[src/dcp_defs.svh]
`ifndef DCP_DEFS_SVH
`define DCP_DEFS_SVH

// words printed per D command
`define DCP_DUMP_WORDS 8

// register file entries printed by R
`define DCP_REG_COUNT 32

// hex digits per word for print and parse
`define DCP_HEX_DIGITS 8

`endif

[src/dcp_types_pkg.sv]
package dcp_types_pkg;

    // one character on the serial link
    typedef logic [7:0] byte_t;

    // cpu word for addresses, data and arguments
    typedef logic [31:0] word_t;

    // register file index
    typedef logic [4:0] reg_idx_t;

endpackage

[src/dcp_cmd_pkg.sv]
package dcp_cmd_pkg;

    // command letters as ascii codes
    typedef enum logic [7:0] {
        CMD_D = 8'h44,
        CMD_R = 8'h52
    } cmd_code_t;

    // mode of a scan or print request
    typedef enum logic {
        XFER_CHAR = 1'b0,
        XFER_WORD = 1'b1
    } xfer_kind_t;

    // dispatcher states
    typedef enum logic [1:0] {
        ST_IDLE,
        ST_FETCH,
        ST_RUN,
        ST_DISCARD
    } dcp_state_t;

endpackage

[src/dcp_scan.sv]
`timescale 1ns/10ps

module dcp_scan (
    input  logic                    clk,
    input  logic                    rstn,
    input  dcp_types_pkg::byte_t    d_rx,
    input  logic                    vld_rx,
    output logic                    rdy_rx,
    input  logic                    scan_req,
    input  dcp_cmd_pkg::xfer_kind_t scan_kind,
    output logic                    scan_ack,
    output logic                    scan_flag,
    output logic                    line_end,
    output dcp_types_pkg::word_t    scan_data
);

    typedef enum logic [2:0] {
        SC_IDLE,
        SC_SKIP,
        SC_WORD,
        SC_FLUSH,
        SC_DONE
    } scan_state_t;

    scan_state_t             state;
    dcp_cmd_pkg::xfer_kind_t kind_q;
    logic                    fire;
    logic                    is_space;
    logic                    is_eol;
    logic                    is_hex;
    logic [3:0]              nib;

    // only take bytes while a request is open
    assign rdy_rx   = scan_req && (state inside {SC_SKIP, SC_WORD, SC_FLUSH});
    assign fire     = vld_rx && rdy_rx;
    assign scan_ack = (state == SC_DONE);
    assign is_space = (d_rx == 8'h20);
    assign is_eol   = (d_rx == 8'h0D) || (d_rx == 8'h0A);

    // hex digit decode for either case
    always_comb
    begin
        is_hex = 1'b1;
        nib    = d_rx[3:0];
        if ((d_rx >= 8'h41 && d_rx <= 8'h46) || (d_rx >= 8'h61 && d_rx <= 8'h66))
            nib = d_rx[3:0] + 4'd9;
        else if (d_rx < 8'h30 || d_rx > 8'h39)
            is_hex = 1'b0;
    end

    always_ff @(posedge clk or negedge rstn)
    begin
        if (!rstn)
        begin
            state  <= SC_IDLE;
            kind_q <= dcp_cmd_pkg::XFER_CHAR;
        end
        else
        begin
            case (state)
                SC_IDLE:
                    if (scan_req)
                    begin
                        state  <= SC_SKIP;
                        kind_q <= scan_kind;
                    end
                SC_SKIP:
                    if (fire && !is_space)
                    begin
                        if (kind_q == dcp_cmd_pkg::XFER_CHAR || is_eol)
                            state <= SC_DONE;
                        else if (is_hex)
                            state <= SC_WORD;
                        else
                            state <= SC_FLUSH;
                    end
                SC_WORD:
                    if (fire)
                    begin
                        if (is_space || is_eol)
                            state <= SC_DONE;
                        else if (!is_hex)
                            state <= SC_FLUSH;
                    end
                // junk inside a word drops the rest of the line
                SC_FLUSH:
                    if (fire && is_eol)
                        state <= SC_DONE;
                default:
                    state <= SC_IDLE;
            endcase
        end
    end

    // result registers cleared between requests
    always_ff @(posedge clk)
    begin
        if (state == SC_IDLE)
        begin
            scan_data <= '0;
            scan_flag <= 1'b0;
            line_end  <= 1'b0;
        end
        else if (fire)
        begin
            if (is_eol)
                line_end <= 1'b1;
            if (state == SC_SKIP && !is_space)
            begin
                if (kind_q == dcp_cmd_pkg::XFER_CHAR)
                begin
                    scan_data <= {24'b0, d_rx};
                    scan_flag <= is_eol;
                end
                else if (is_hex)
                    scan_data <= {28'b0, nib};
                else
                    scan_flag <= 1'b1;
            end
            else if (state == SC_WORD)
            begin
                // older digits fall off the top
                if (is_hex)
                    scan_data <= {scan_data[27:0], nib};
                else if (!is_space && !is_eol)
                    scan_flag <= 1'b1;
            end
        end
    end

endmodule

[src/dcp_print.sv]
`timescale 1ns/10ps

`include "dcp_defs.svh"

module dcp_print (
    input  logic                    clk,
    input  logic                    rstn,
    output dcp_types_pkg::byte_t    d_tx,
    output logic                    vld_tx,
    input  logic                    rdy_tx,
    input  logic                    print_req,
    input  dcp_cmd_pkg::xfer_kind_t print_kind,
    input  dcp_types_pkg::word_t    print_data,
    output logic                    print_ack
);

    localparam int CNT_W = $clog2(`DCP_HEX_DIGITS);

    typedef enum logic [1:0] {
        PR_IDLE,
        PR_SEND,
        PR_ACK
    } print_state_t;

    print_state_t            state;
    dcp_cmd_pkg::xfer_kind_t kind_q;
    dcp_types_pkg::word_t    data_q;
    logic [CNT_W-1:0]        cnt;
    logic                    fire;
    logic                    last;
    logic [3:0]              nib;

    assign vld_tx    = (state == PR_SEND);
    assign fire      = vld_tx && rdy_tx;
    assign print_ack = (state == PR_ACK);
    assign last      = (kind_q == dcp_cmd_pkg::XFER_CHAR) ||
                       (cnt == CNT_W'(`DCP_HEX_DIGITS - 1));
    assign nib       = data_q[31:28];

    // upper-case ascii hex from the top nibble
    always_comb
    begin
        if (kind_q == dcp_cmd_pkg::XFER_CHAR)
            d_tx = data_q[7:0];
        else if (nib < 4'd10)
            d_tx = 8'h30 + {4'b0, nib};
        else
            d_tx = 8'h37 + {4'b0, nib};
    end

    always_ff @(posedge clk or negedge rstn)
    begin
        if (!rstn)
        begin
            state <= PR_IDLE;
            cnt   <= '0;
        end
        else
        begin
            case (state)
                PR_IDLE:
                    if (print_req)
                    begin
                        state <= PR_SEND;
                        cnt   <= '0;
                    end
                PR_SEND:
                    if (fire)
                    begin
                        if (last)
                            state <= PR_ACK;
                        else
                            cnt <= cnt + 1'b1;
                    end
                default:
                    state <= PR_IDLE;
            endcase
        end
    end

    // shift only on an accepted byte so d_tx holds under back-pressure
    always_ff @(posedge clk)
    begin
        if (state == PR_IDLE && print_req)
        begin
            kind_q <= print_kind;
            data_q <= print_data;
        end
        else if (fire)
            data_q <= {data_q[27:0], 4'h0};
    end

endmodule

[src/dcp_cmd_dump.sv]
`timescale 1ns/10ps

`include "dcp_defs.svh"

module dcp_cmd_dump (
    input  logic                    clk,
    input  logic                    rstn,
    input  logic                    start,
    output logic                    done,
    output logic                    scan_req,
    output dcp_cmd_pkg::xfer_kind_t scan_kind,
    input  logic                    scan_ack,
    input  logic                    scan_flag,
    input  logic                    line_end,
    input  dcp_types_pkg::word_t    scan_data,
    output logic                    print_req,
    output dcp_cmd_pkg::xfer_kind_t print_kind,
    output dcp_types_pkg::word_t    print_data,
    input  logic                    print_ack,
    output dcp_types_pkg::word_t    mem_addr,
    input  dcp_types_pkg::word_t    dout_dm
);

    localparam int CNT_W = $clog2(`DCP_DUMP_WORDS + 1);

    typedef enum logic [3:0] {
        DM_IDLE,
        DM_ARG,
        DM_EOL,
        DM_ADDR,
        DM_COLON,
        DM_SPACE,
        DM_DATA,
        DM_LF,
        DM_DONE
    } dump_state_t;

    dump_state_t          state;
    dcp_types_pkg::word_t addr_q;
    logic [CNT_W-1:0]     cnt;

    assign done       = (state == DM_DONE);
    assign scan_req   = (state inside {DM_ARG, DM_EOL});
    assign scan_kind  = (state == DM_ARG) ? dcp_cmd_pkg::XFER_WORD : dcp_cmd_pkg::XFER_CHAR;
    assign print_req  = (state inside {DM_ADDR, DM_COLON, DM_SPACE, DM_DATA, DM_LF});
    assign print_kind = (state inside {DM_ADDR, DM_DATA}) ?
                        dcp_cmd_pkg::XFER_WORD : dcp_cmd_pkg::XFER_CHAR;
    assign mem_addr   = addr_q;

    // one line is "addr: data\n"
    always_comb
    begin
        case (state)
            DM_ADDR:  print_data = addr_q;
            DM_COLON: print_data = 32'h3A;
            DM_SPACE: print_data = 32'h20;
            DM_DATA:  print_data = dout_dm;
            default:  print_data = 32'h0A;
        endcase
    end

    always_ff @(posedge clk or negedge rstn)
    begin
        if (!rstn)
        begin
            state <= DM_IDLE;
            cnt   <= '0;
        end
        else
        begin
            case (state)
                DM_IDLE:
                    if (start)
                    begin
                        state <= DM_ARG;
                        cnt   <= '0;
                    end
                // bad argument ends the command silently
                DM_ARG:
                    if (scan_ack)
                    begin
                        if (scan_flag)
                            state <= DM_DONE;
                        else if (line_end)
                            state <= DM_ADDR;
                        else
                            state <= DM_EOL;
                    end
                DM_EOL:
                    if (scan_ack && line_end)
                        state <= DM_ADDR;
                DM_ADDR:
                    if (print_ack)
                        state <= DM_COLON;
                DM_COLON:
                    if (print_ack)
                        state <= DM_SPACE;
                DM_SPACE:
                    if (print_ack)
                        state <= DM_DATA;
                DM_DATA:
                    if (print_ack)
                        state <= DM_LF;
                DM_LF:
                    if (print_ack)
                    begin
                        if (cnt == CNT_W'(`DCP_DUMP_WORDS - 1))
                            state <= DM_DONE;
                        else
                        begin
                            cnt   <= cnt + 1'b1;
                            state <= DM_ADDR;
                        end
                    end
                default:
                    state <= DM_IDLE;
            endcase
        end
    end

    always_ff @(posedge clk)
    begin
        if (state == DM_ARG && scan_ack)
            addr_q <= scan_data;
        else if (state == DM_LF && print_ack)
            addr_q <= addr_q + 32'd4;
    end

endmodule

[src/dcp_cmd_regs.sv]
`timescale 1ns/10ps

`include "dcp_defs.svh"

module dcp_cmd_regs (
    input  logic                    clk,
    input  logic                    rstn,
    input  logic                    start,
    output logic                    done,
    output logic                    print_req,
    output dcp_cmd_pkg::xfer_kind_t print_kind,
    output dcp_types_pkg::word_t    print_data,
    input  logic                    print_ack,
    output dcp_types_pkg::reg_idx_t reg_idx,
    input  dcp_types_pkg::word_t    dout_rf
);

    typedef enum logic [1:0] {
        RG_IDLE,
        RG_VAL,
        RG_LF,
        RG_DONE
    } regs_state_t;

    regs_state_t             state;
    dcp_types_pkg::reg_idx_t idx;

    assign done       = (state == RG_DONE);
    assign print_req  = (state inside {RG_VAL, RG_LF});
    assign print_kind = (state == RG_VAL) ? dcp_cmd_pkg::XFER_WORD : dcp_cmd_pkg::XFER_CHAR;
    // register value, then a line feed
    assign print_data = (state == RG_VAL) ? dout_rf : 32'h0A;
    assign reg_idx    = idx;

    always_ff @(posedge clk or negedge rstn)
    begin
        if (!rstn)
        begin
            state <= RG_IDLE;
            idx   <= '0;
        end
        else
        begin
            case (state)
                RG_IDLE:
                    if (start)
                    begin
                        idx   <= '0;
                        state <= RG_VAL;
                    end
                RG_VAL:
                    if (print_ack)
                        state <= RG_LF;
                RG_LF:
                    if (print_ack)
                    begin
                        if (idx == dcp_types_pkg::reg_idx_t'(`DCP_REG_COUNT - 1))
                            state <= RG_DONE;
                        else
                        begin
                            idx   <= idx + 1'b1;
                            state <= RG_VAL;
                        end
                    end
                default:
                    state <= RG_IDLE;
            endcase
        end
    end

endmodule

[src/dcp.sv]
`timescale 1ns/10ps

module dcp (
    input  logic                 clk,
    input  logic                 rstn,
    input  dcp_types_pkg::byte_t d_rx,
    input  logic                 vld_rx,
    output logic                 rdy_rx,
    output dcp_types_pkg::byte_t d_tx,
    output logic                 vld_tx,
    input  logic                 rdy_tx,
    output dcp_types_pkg::word_t addr,
    input  dcp_types_pkg::word_t dout_rf,
    input  dcp_types_pkg::word_t dout_dm
);

    // owner of the shared scan and print blocks
    typedef enum logic [1:0] {
        SEL_DISP,
        SEL_DUMP,
        SEL_REGS
    } sel_t;

    dcp_cmd_pkg::dcp_state_t state;
    sel_t                    sel_q;
    logic                    pend_regs;
    logic                    start_dump;
    logic                    start_regs;

    logic                    scan_req;
    dcp_cmd_pkg::xfer_kind_t scan_kind;
    logic                    scan_ack;
    logic                    scan_flag;
    logic                    line_end;
    dcp_types_pkg::word_t    scan_data;
    logic                    print_req;
    dcp_cmd_pkg::xfer_kind_t print_kind;
    dcp_types_pkg::word_t    print_data;
    logic                    print_ack;

    logic                    dump_done;
    logic                    dump_scan_req;
    dcp_cmd_pkg::xfer_kind_t dump_scan_kind;
    logic                    dump_print_req;
    dcp_cmd_pkg::xfer_kind_t dump_print_kind;
    dcp_types_pkg::word_t    dump_print_data;
    dcp_types_pkg::word_t    dump_addr;

    logic                    regs_done;
    logic                    regs_print_req;
    dcp_cmd_pkg::xfer_kind_t regs_print_kind;
    dcp_types_pkg::word_t    regs_print_data;
    dcp_types_pkg::reg_idx_t regs_idx;

    dcp_scan scan_i (
        .clk       (clk),
        .rstn      (rstn),
        .d_rx      (d_rx),
        .vld_rx    (vld_rx),
        .rdy_rx    (rdy_rx),
        .scan_req  (scan_req),
        .scan_kind (scan_kind),
        .scan_ack  (scan_ack),
        .scan_flag (scan_flag),
        .line_end  (line_end),
        .scan_data (scan_data)
    );

    dcp_print print_i (
        .clk        (clk),
        .rstn       (rstn),
        .d_tx       (d_tx),
        .vld_tx     (vld_tx),
        .rdy_tx     (rdy_tx),
        .print_req  (print_req),
        .print_kind (print_kind),
        .print_data (print_data),
        .print_ack  (print_ack)
    );

    dcp_cmd_dump dump_i (
        .clk        (clk),
        .rstn       (rstn),
        .start      (start_dump),
        .done       (dump_done),
        .scan_req   (dump_scan_req),
        .scan_kind  (dump_scan_kind),
        .scan_ack   (scan_ack),
        .scan_flag  (scan_flag),
        .line_end   (line_end),
        .scan_data  (scan_data),
        .print_req  (dump_print_req),
        .print_kind (dump_print_kind),
        .print_data (dump_print_data),
        .print_ack  (print_ack),
        .mem_addr   (dump_addr),
        .dout_dm    (dout_dm)
    );

    dcp_cmd_regs regs_i (
        .clk        (clk),
        .rstn       (rstn),
        .start      (start_regs),
        .done       (regs_done),
        .print_req  (regs_print_req),
        .print_kind (regs_print_kind),
        .print_data (regs_print_data),
        .print_ack  (print_ack),
        .reg_idx    (regs_idx),
        .dout_rf    (dout_rf)
    );

    always_ff @(posedge clk or negedge rstn)
    begin
        if (!rstn)
        begin
            state      <= dcp_cmd_pkg::ST_IDLE;
            sel_q      <= SEL_DISP;
            pend_regs  <= 1'b0;
            start_dump <= 1'b0;
            start_regs <= 1'b0;
        end
        else
        begin
            start_dump <= 1'b0;
            start_regs <= 1'b0;
            case (state)
                dcp_cmd_pkg::ST_IDLE:
                    state <= dcp_cmd_pkg::ST_FETCH;
                // empty line goes straight back to idle
                dcp_cmd_pkg::ST_FETCH:
                    if (scan_ack)
                    begin
                        if (scan_flag)
                            state <= dcp_cmd_pkg::ST_IDLE;
                        else
                        begin
                            case (scan_data[7:0])
                                dcp_cmd_pkg::CMD_D:
                                begin
                                    start_dump <= 1'b1;
                                    sel_q      <= SEL_DUMP;
                                    state      <= dcp_cmd_pkg::ST_RUN;
                                end
                                dcp_cmd_pkg::CMD_R:
                                begin
                                    pend_regs <= 1'b1;
                                    state     <= dcp_cmd_pkg::ST_DISCARD;
                                end
                                default:
                                begin
                                    pend_regs <= 1'b0;
                                    state     <= dcp_cmd_pkg::ST_DISCARD;
                                end
                            endcase
                        end
                    end
                // eat the line, then run R if it was pending
                dcp_cmd_pkg::ST_DISCARD:
                    if (scan_ack && line_end)
                    begin
                        if (pend_regs)
                        begin
                            start_regs <= 1'b1;
                            sel_q      <= SEL_REGS;
                            state      <= dcp_cmd_pkg::ST_RUN;
                        end
                        else
                            state <= dcp_cmd_pkg::ST_IDLE;
                    end
                default:
                    if (dump_done || regs_done)
                    begin
                        sel_q <= SEL_DISP;
                        state <= dcp_cmd_pkg::ST_IDLE;
                    end
            endcase
        end
    end

    // steer shared request lines to the active requester
    always_comb
    begin
        scan_req   = 1'b0;
        scan_kind  = dcp_cmd_pkg::XFER_CHAR;
        print_req  = 1'b0;
        print_kind = dcp_cmd_pkg::XFER_CHAR;
        print_data = '0;
        addr       = '0;
        case (sel_q)
            SEL_DUMP:
            begin
                scan_req   = dump_scan_req;
                scan_kind  = dump_scan_kind;
                print_req  = dump_print_req;
                print_kind = dump_print_kind;
                print_data = dump_print_data;
                addr       = dump_addr;
            end
            SEL_REGS:
            begin
                print_req  = regs_print_req;
                print_kind = regs_print_kind;
                print_data = regs_print_data;
                addr       = dcp_types_pkg::word_t'(regs_idx);
            end
            default:
                scan_req = (state inside {dcp_cmd_pkg::ST_FETCH, dcp_cmd_pkg::ST_DISCARD});
        endcase
    end

endmodule

[config.mk]
export PLATFORM = sky130hd
export DESIGN_NAME = dcp
export DESIGN_NICKNAME = d
export VERILOG_FILES = /design/src/dcp_types_pkg.sv /design/src/dcp_cmd_pkg.sv /design/src/dcp_scan.sv /design/src/dcp_print.sv /design/src/dcp_cmd_dump.sv /design/src/dcp_cmd_regs.sv /design/src/dcp.sv
export VERILOG_INCLUDE_DIRS = /design/src /design/src/src
export SDC_FILE = /design/constraint.sdc
export NUM_CORES = 1
export LEC_CHECK = 0
export BUFFER_PORTS_ARGS = -buffer_cell sky130_fd_sc_hd__buf_2
export CAP_MARGIN = 10
export CORE_MARGIN = 3
export CORE_UTILIZATION = 35
export DETAILED_ROUTE_END_ITERATION = 16
export GPL_ROUTABILITY_DRIVEN = 0
export PLACE_DENSITY = 0.58
export SLEW_MARGIN = 20
export SYNTH_ARGS = -nofsm -noshare
export SYNTH_HDL_FRONTEND = slang
export SYNTH_SLANG_ARGS = --single-unit
[constraint.sdc]
create_clock -name clk -period 2.5 [get_ports clk]
set_clock_uncertainty 0.1 [all_clocks]
set_input_delay 0 -clock clk [delete_from_list [all_inputs] [get_ports clk]]
set_output_delay 0 -clock clk [all_outputs]
set_load 0.02 [all_outputs]
==> results.md <==
* Reg-to-reg setup timing slack at 0.08 ns
* FF+latch count, synth at 130
* Post-Syn Area at 7790 um^2
* Setup crit start kind: register
* Crit. Startpoint: sel_q[0]
* Power per cell area at 822 nW/um^2
* Asr flop ratio synth at 0.238
* Die width at 155 um
* FP Rows at 53
* Layout cells sized above 1 at 0.219
* Worst slew pin tran at 0.748 ns
* Yosys top cell area share at 0.250
* CP max stage cell: or4b_4
* DR DRC count at 0
* Static Leak at 3.92 nW
* Status: finished, final reports clean
* Final setup margin at 0.0786 ns
* Routed Antenna Nets at 0
* Most frequent cells in the layout: 116 x buf_2, 98 x nand2_1, 79 x o21ai_0, 65 x edfxtp_1, 50 x dlygate4sd3_1
* H-Tree Depth at 4
* Crit Path Class: reg -> reg
* # port buffers at 117
* Via Count at 7142
* Hold depth at 4
* Switching power at 0.00309 W
* Main synth FF type: edfxtp_1
* Most common cell after layout, fill and taps aside: buf_2
* WP data arrival at 2.63 ns
* RSZ-0062 raised after global routing: true
* Drt first pass iters at 5
* Worst setup EP type: register
* Total negative slack at 0 ns
* Critical Path Fanout Max at 32
* GRT Total Usage at 0.187
* Sw Ratio at 0.375
* Worst skew pair latency at 0.42 ns
* Total nets after synthesis at 927
* Synthesized instance count at 829
* HP Class: in -> reg
* WP data required at 2.71 ns
* Max Buffers Root-to-Sink at 2
* Post-synth EDFFs at 65
* DP Area at 8910 um^2
* Number of fill cells in the layout at 2046
* CP Cell Sequence: inv_1 > ha_1 > or4b_4 > o21ai_4 > nand3b_4 > a21o_4 > a32o_1
* Largest net degree at the start of global routing at 57
* WL per Instance at 17.6 um
* Max stage delay on crit path at 0.57 ns
* Area contributors post-synth: edfxtp_1 25%, dfrtp_1 10%, dfxtp_1 8.7%
* Ys Warns at 0
* CTS Buf Count at 17
* Vias per inst at 5.51
* First-pass GRT wire length at 36400 um
* Fin crit period at 2.42 ns
* Initial Utilization at 0.364
* Dpl hpwl at 16400 um
* Reg2Reg Depth at 7
* Full die area at 24100 um^2
* Post-Place Worst Slack at 0.0344 ns
* Die Span Y at 155 um
* Maximum vdd drop at 0.467 mV
* Combinational share of power at 0.376
* Final Hold Fails at 0
* Final period util at 0.969
* R2R Path End: scan_i.scan_data[18]
* Final Setup Violations at 0
* Library cells used by synthesis at 70
* Max-capacitance violation count at 0
* Avg Inst Size Synth at 9.40 um^2
* Area leader, netlist: edfxtp_1
* Slew headroom at 0.502
* Total chip power at 0.00823 W
* Core ar. at 21400 um^2
* Fmax at 413 MHz
* Crit path capture: scan_i.scan_data[18]
* Clock-pin transition on the worst setup and hold timing paths at 0.06 ns
* Worst r2r src: sel_q[0]
* Clock power share at 0.285
* Slew Viols, Final at 0
* Grt ovf at 0
* Clock root buffer master: clkbuf_16
* Ports at 118
* Vias in the first global route at 6877
* Final #Nets at 1105
* Sequential fraction of design power at 0.339
* Sequential-to-total area share from yosys stat at 0.437
* CTS tree: yes
* Initial antenna violation count at 1
* CTS sink count at 130
* Initial DRC count at 665
* Post-route cell area at 10000 um^2
* P_int at 0.00514 W
* Final core occ at 0.468
* WL final at 22900 um
* Area growth, synth to finish at 28.5%
-- through the flow --
stage / cells / hold WS [ns]
after floorplan: 829 / -0.396
after global placement: 1211 / 0.0141
after detailed placement: 1211 / 0.0209
after CTS: 1293 / 0.00271
after global routing: 1296 / 0.0310
final: 1296 / 0.0177
-- logic make-up (layout without fill, tap and decap cells) --
family,count (synthesis),count (layout),synth area share
AO/OA/AOI/OAI,260,260,0.235
XOR/XNOR,31,31,0.0348
adder cells (fa/ha/maj),22,22,0.0353
buffers and inverters,80,271,0.0432
flip-flops,130,130,0.437
multiplexers,15,15,0.0202
other,0,1,0
AND/OR/NAND/NOR,291,291,0.194
-- cell usage after synthesis, types with 4 or more instances --
| cell | number |
|---|---|
| a21o_1 | 7 |
| dfrtp_1 | 31 |
| o21ai_0 | 81 |
| inv_1 | 28 |
| and3_1 | 11 |
| a21oi_1 | 31 |
| nor3b_1 | 6 |
| nor2_1 | 45 |
| a22oi_1 | 35 |
| a31o_2 | 4 |
| o21a_1 | 4 |
| nand3b_1 | 6 |
| dfxtp_1 | 34 |
| nor3_1 | 16 |
| nand2b_1 | 7 |
| clkbuf_1 | 43 |
| a211oi_1 | 5 |
| o31ai_1 | 8 |
| xnor2_1 | 20 |
| and2_1 | 29 |
| nand2_1 | 99 |
| mux2i_1 | 9 |
| xor2_1 | 11 |
| mux2_2 | 6 |
| nor4_1 | 4 |
| nor2b_1 | 11 |
| a32o_1 | 24 |
| nand4_1 | 12 |
| edfxtp_1 | 65 |
| nand3_1 | 22 |
| or3_1 | 5 |
| ha_1 | 22 |
| a2bb2oi_1 | 29 |
| buf_2 | 5 |
| buf_6 | 4 |
-- worst min path at each step --
stage | slack [ns] | endpoint | startpoint
after floorplan | -0.40 | dump_i.cnt[0] | rstn
after global routing | 0.03 | print_i.data_q[16] | dout_dm[16]
after detailed placement | 0.02 | scan_i.state[2] | rstn
final | 0.02 | print_i.data_q[16] | dout_dm[16]
after global placement | 0.01 | scan_i.state[2] | rstn
after CTS | 0.003 | print_i.data_q[16] | dout_dm[16]
-- cell type report --
type                            instances  area (um^2)  share of cell area
Multi-Input combinational cell        619         4080               0.407
Sequential cell                       130         3410               0.341
Timing Repair Buffer                  211         1520               0.152
Clock buffer                           20          458              0.0457
Tap cell                              275          344              0.0344
Inverter                               28          105              0.0105
Clock inverter                         12         96.3             0.00962
Antenna cell                            1         2.50            0.000250
-- registers in the layout, summed over array words and instances (netlist names), 2 cells and up --
| signal | count |
|---|---|
| dump_i.mem_addr | 32 |
| print_i.state | 2 |
| state | 2 |
| print_i.data_q | 32 |
| dump_i.cnt | 4 |
| sel_q | 2 |
| regs_i.reg_idx | 5 |
| dump_i.state | 4 |
| print_i.cnt | 3 |
| regs_i.state | 2 |
| scan_i.state | 3 |
| scan_i.scan_data | 32 |
-- layer usage --
| layer | GRT usage | wire length [um] |
|---|---|---|
| met1 | 0.269 | 10800 |
| met2 | 0.290 | 10400 |
| met3 | 0.0245 | 1090 |
| met4 | 0.0654 | 542 |
| met5 | 0 | 0 |
-- power by group through the flow --
stage                     Sequential, W  Clock, W  Combinational (W)
final                           0.00279   0.00235            0.00309
after global routing            0.00282   0.00247            0.00342
after CTS                       0.00279   0.00238            0.00303
after detailed placement        0.00283         0            0.00296
after global placement          0.00282         0            0.00294
after floorplan                 0.00276         0            0.00202
-- what timing repair did --
action,CTS,global route
hold buffers,50,0
resized for setup,0,11
buffers inserted,0,2
endpoints found under the setup margin,0,33
endpoints found under the hold margin,77,0
-- worst max-delay path, delay by kind of cell (launching register included) --
kind            cells  cell delay [ns]
flops               1             0.38
fa+ha+maj           1             0.30
buf+inv             1             0.05
simple gates        2             0.67
compound gates      3             0.80
Note: power is estimated with default switching activity, not from simulation.
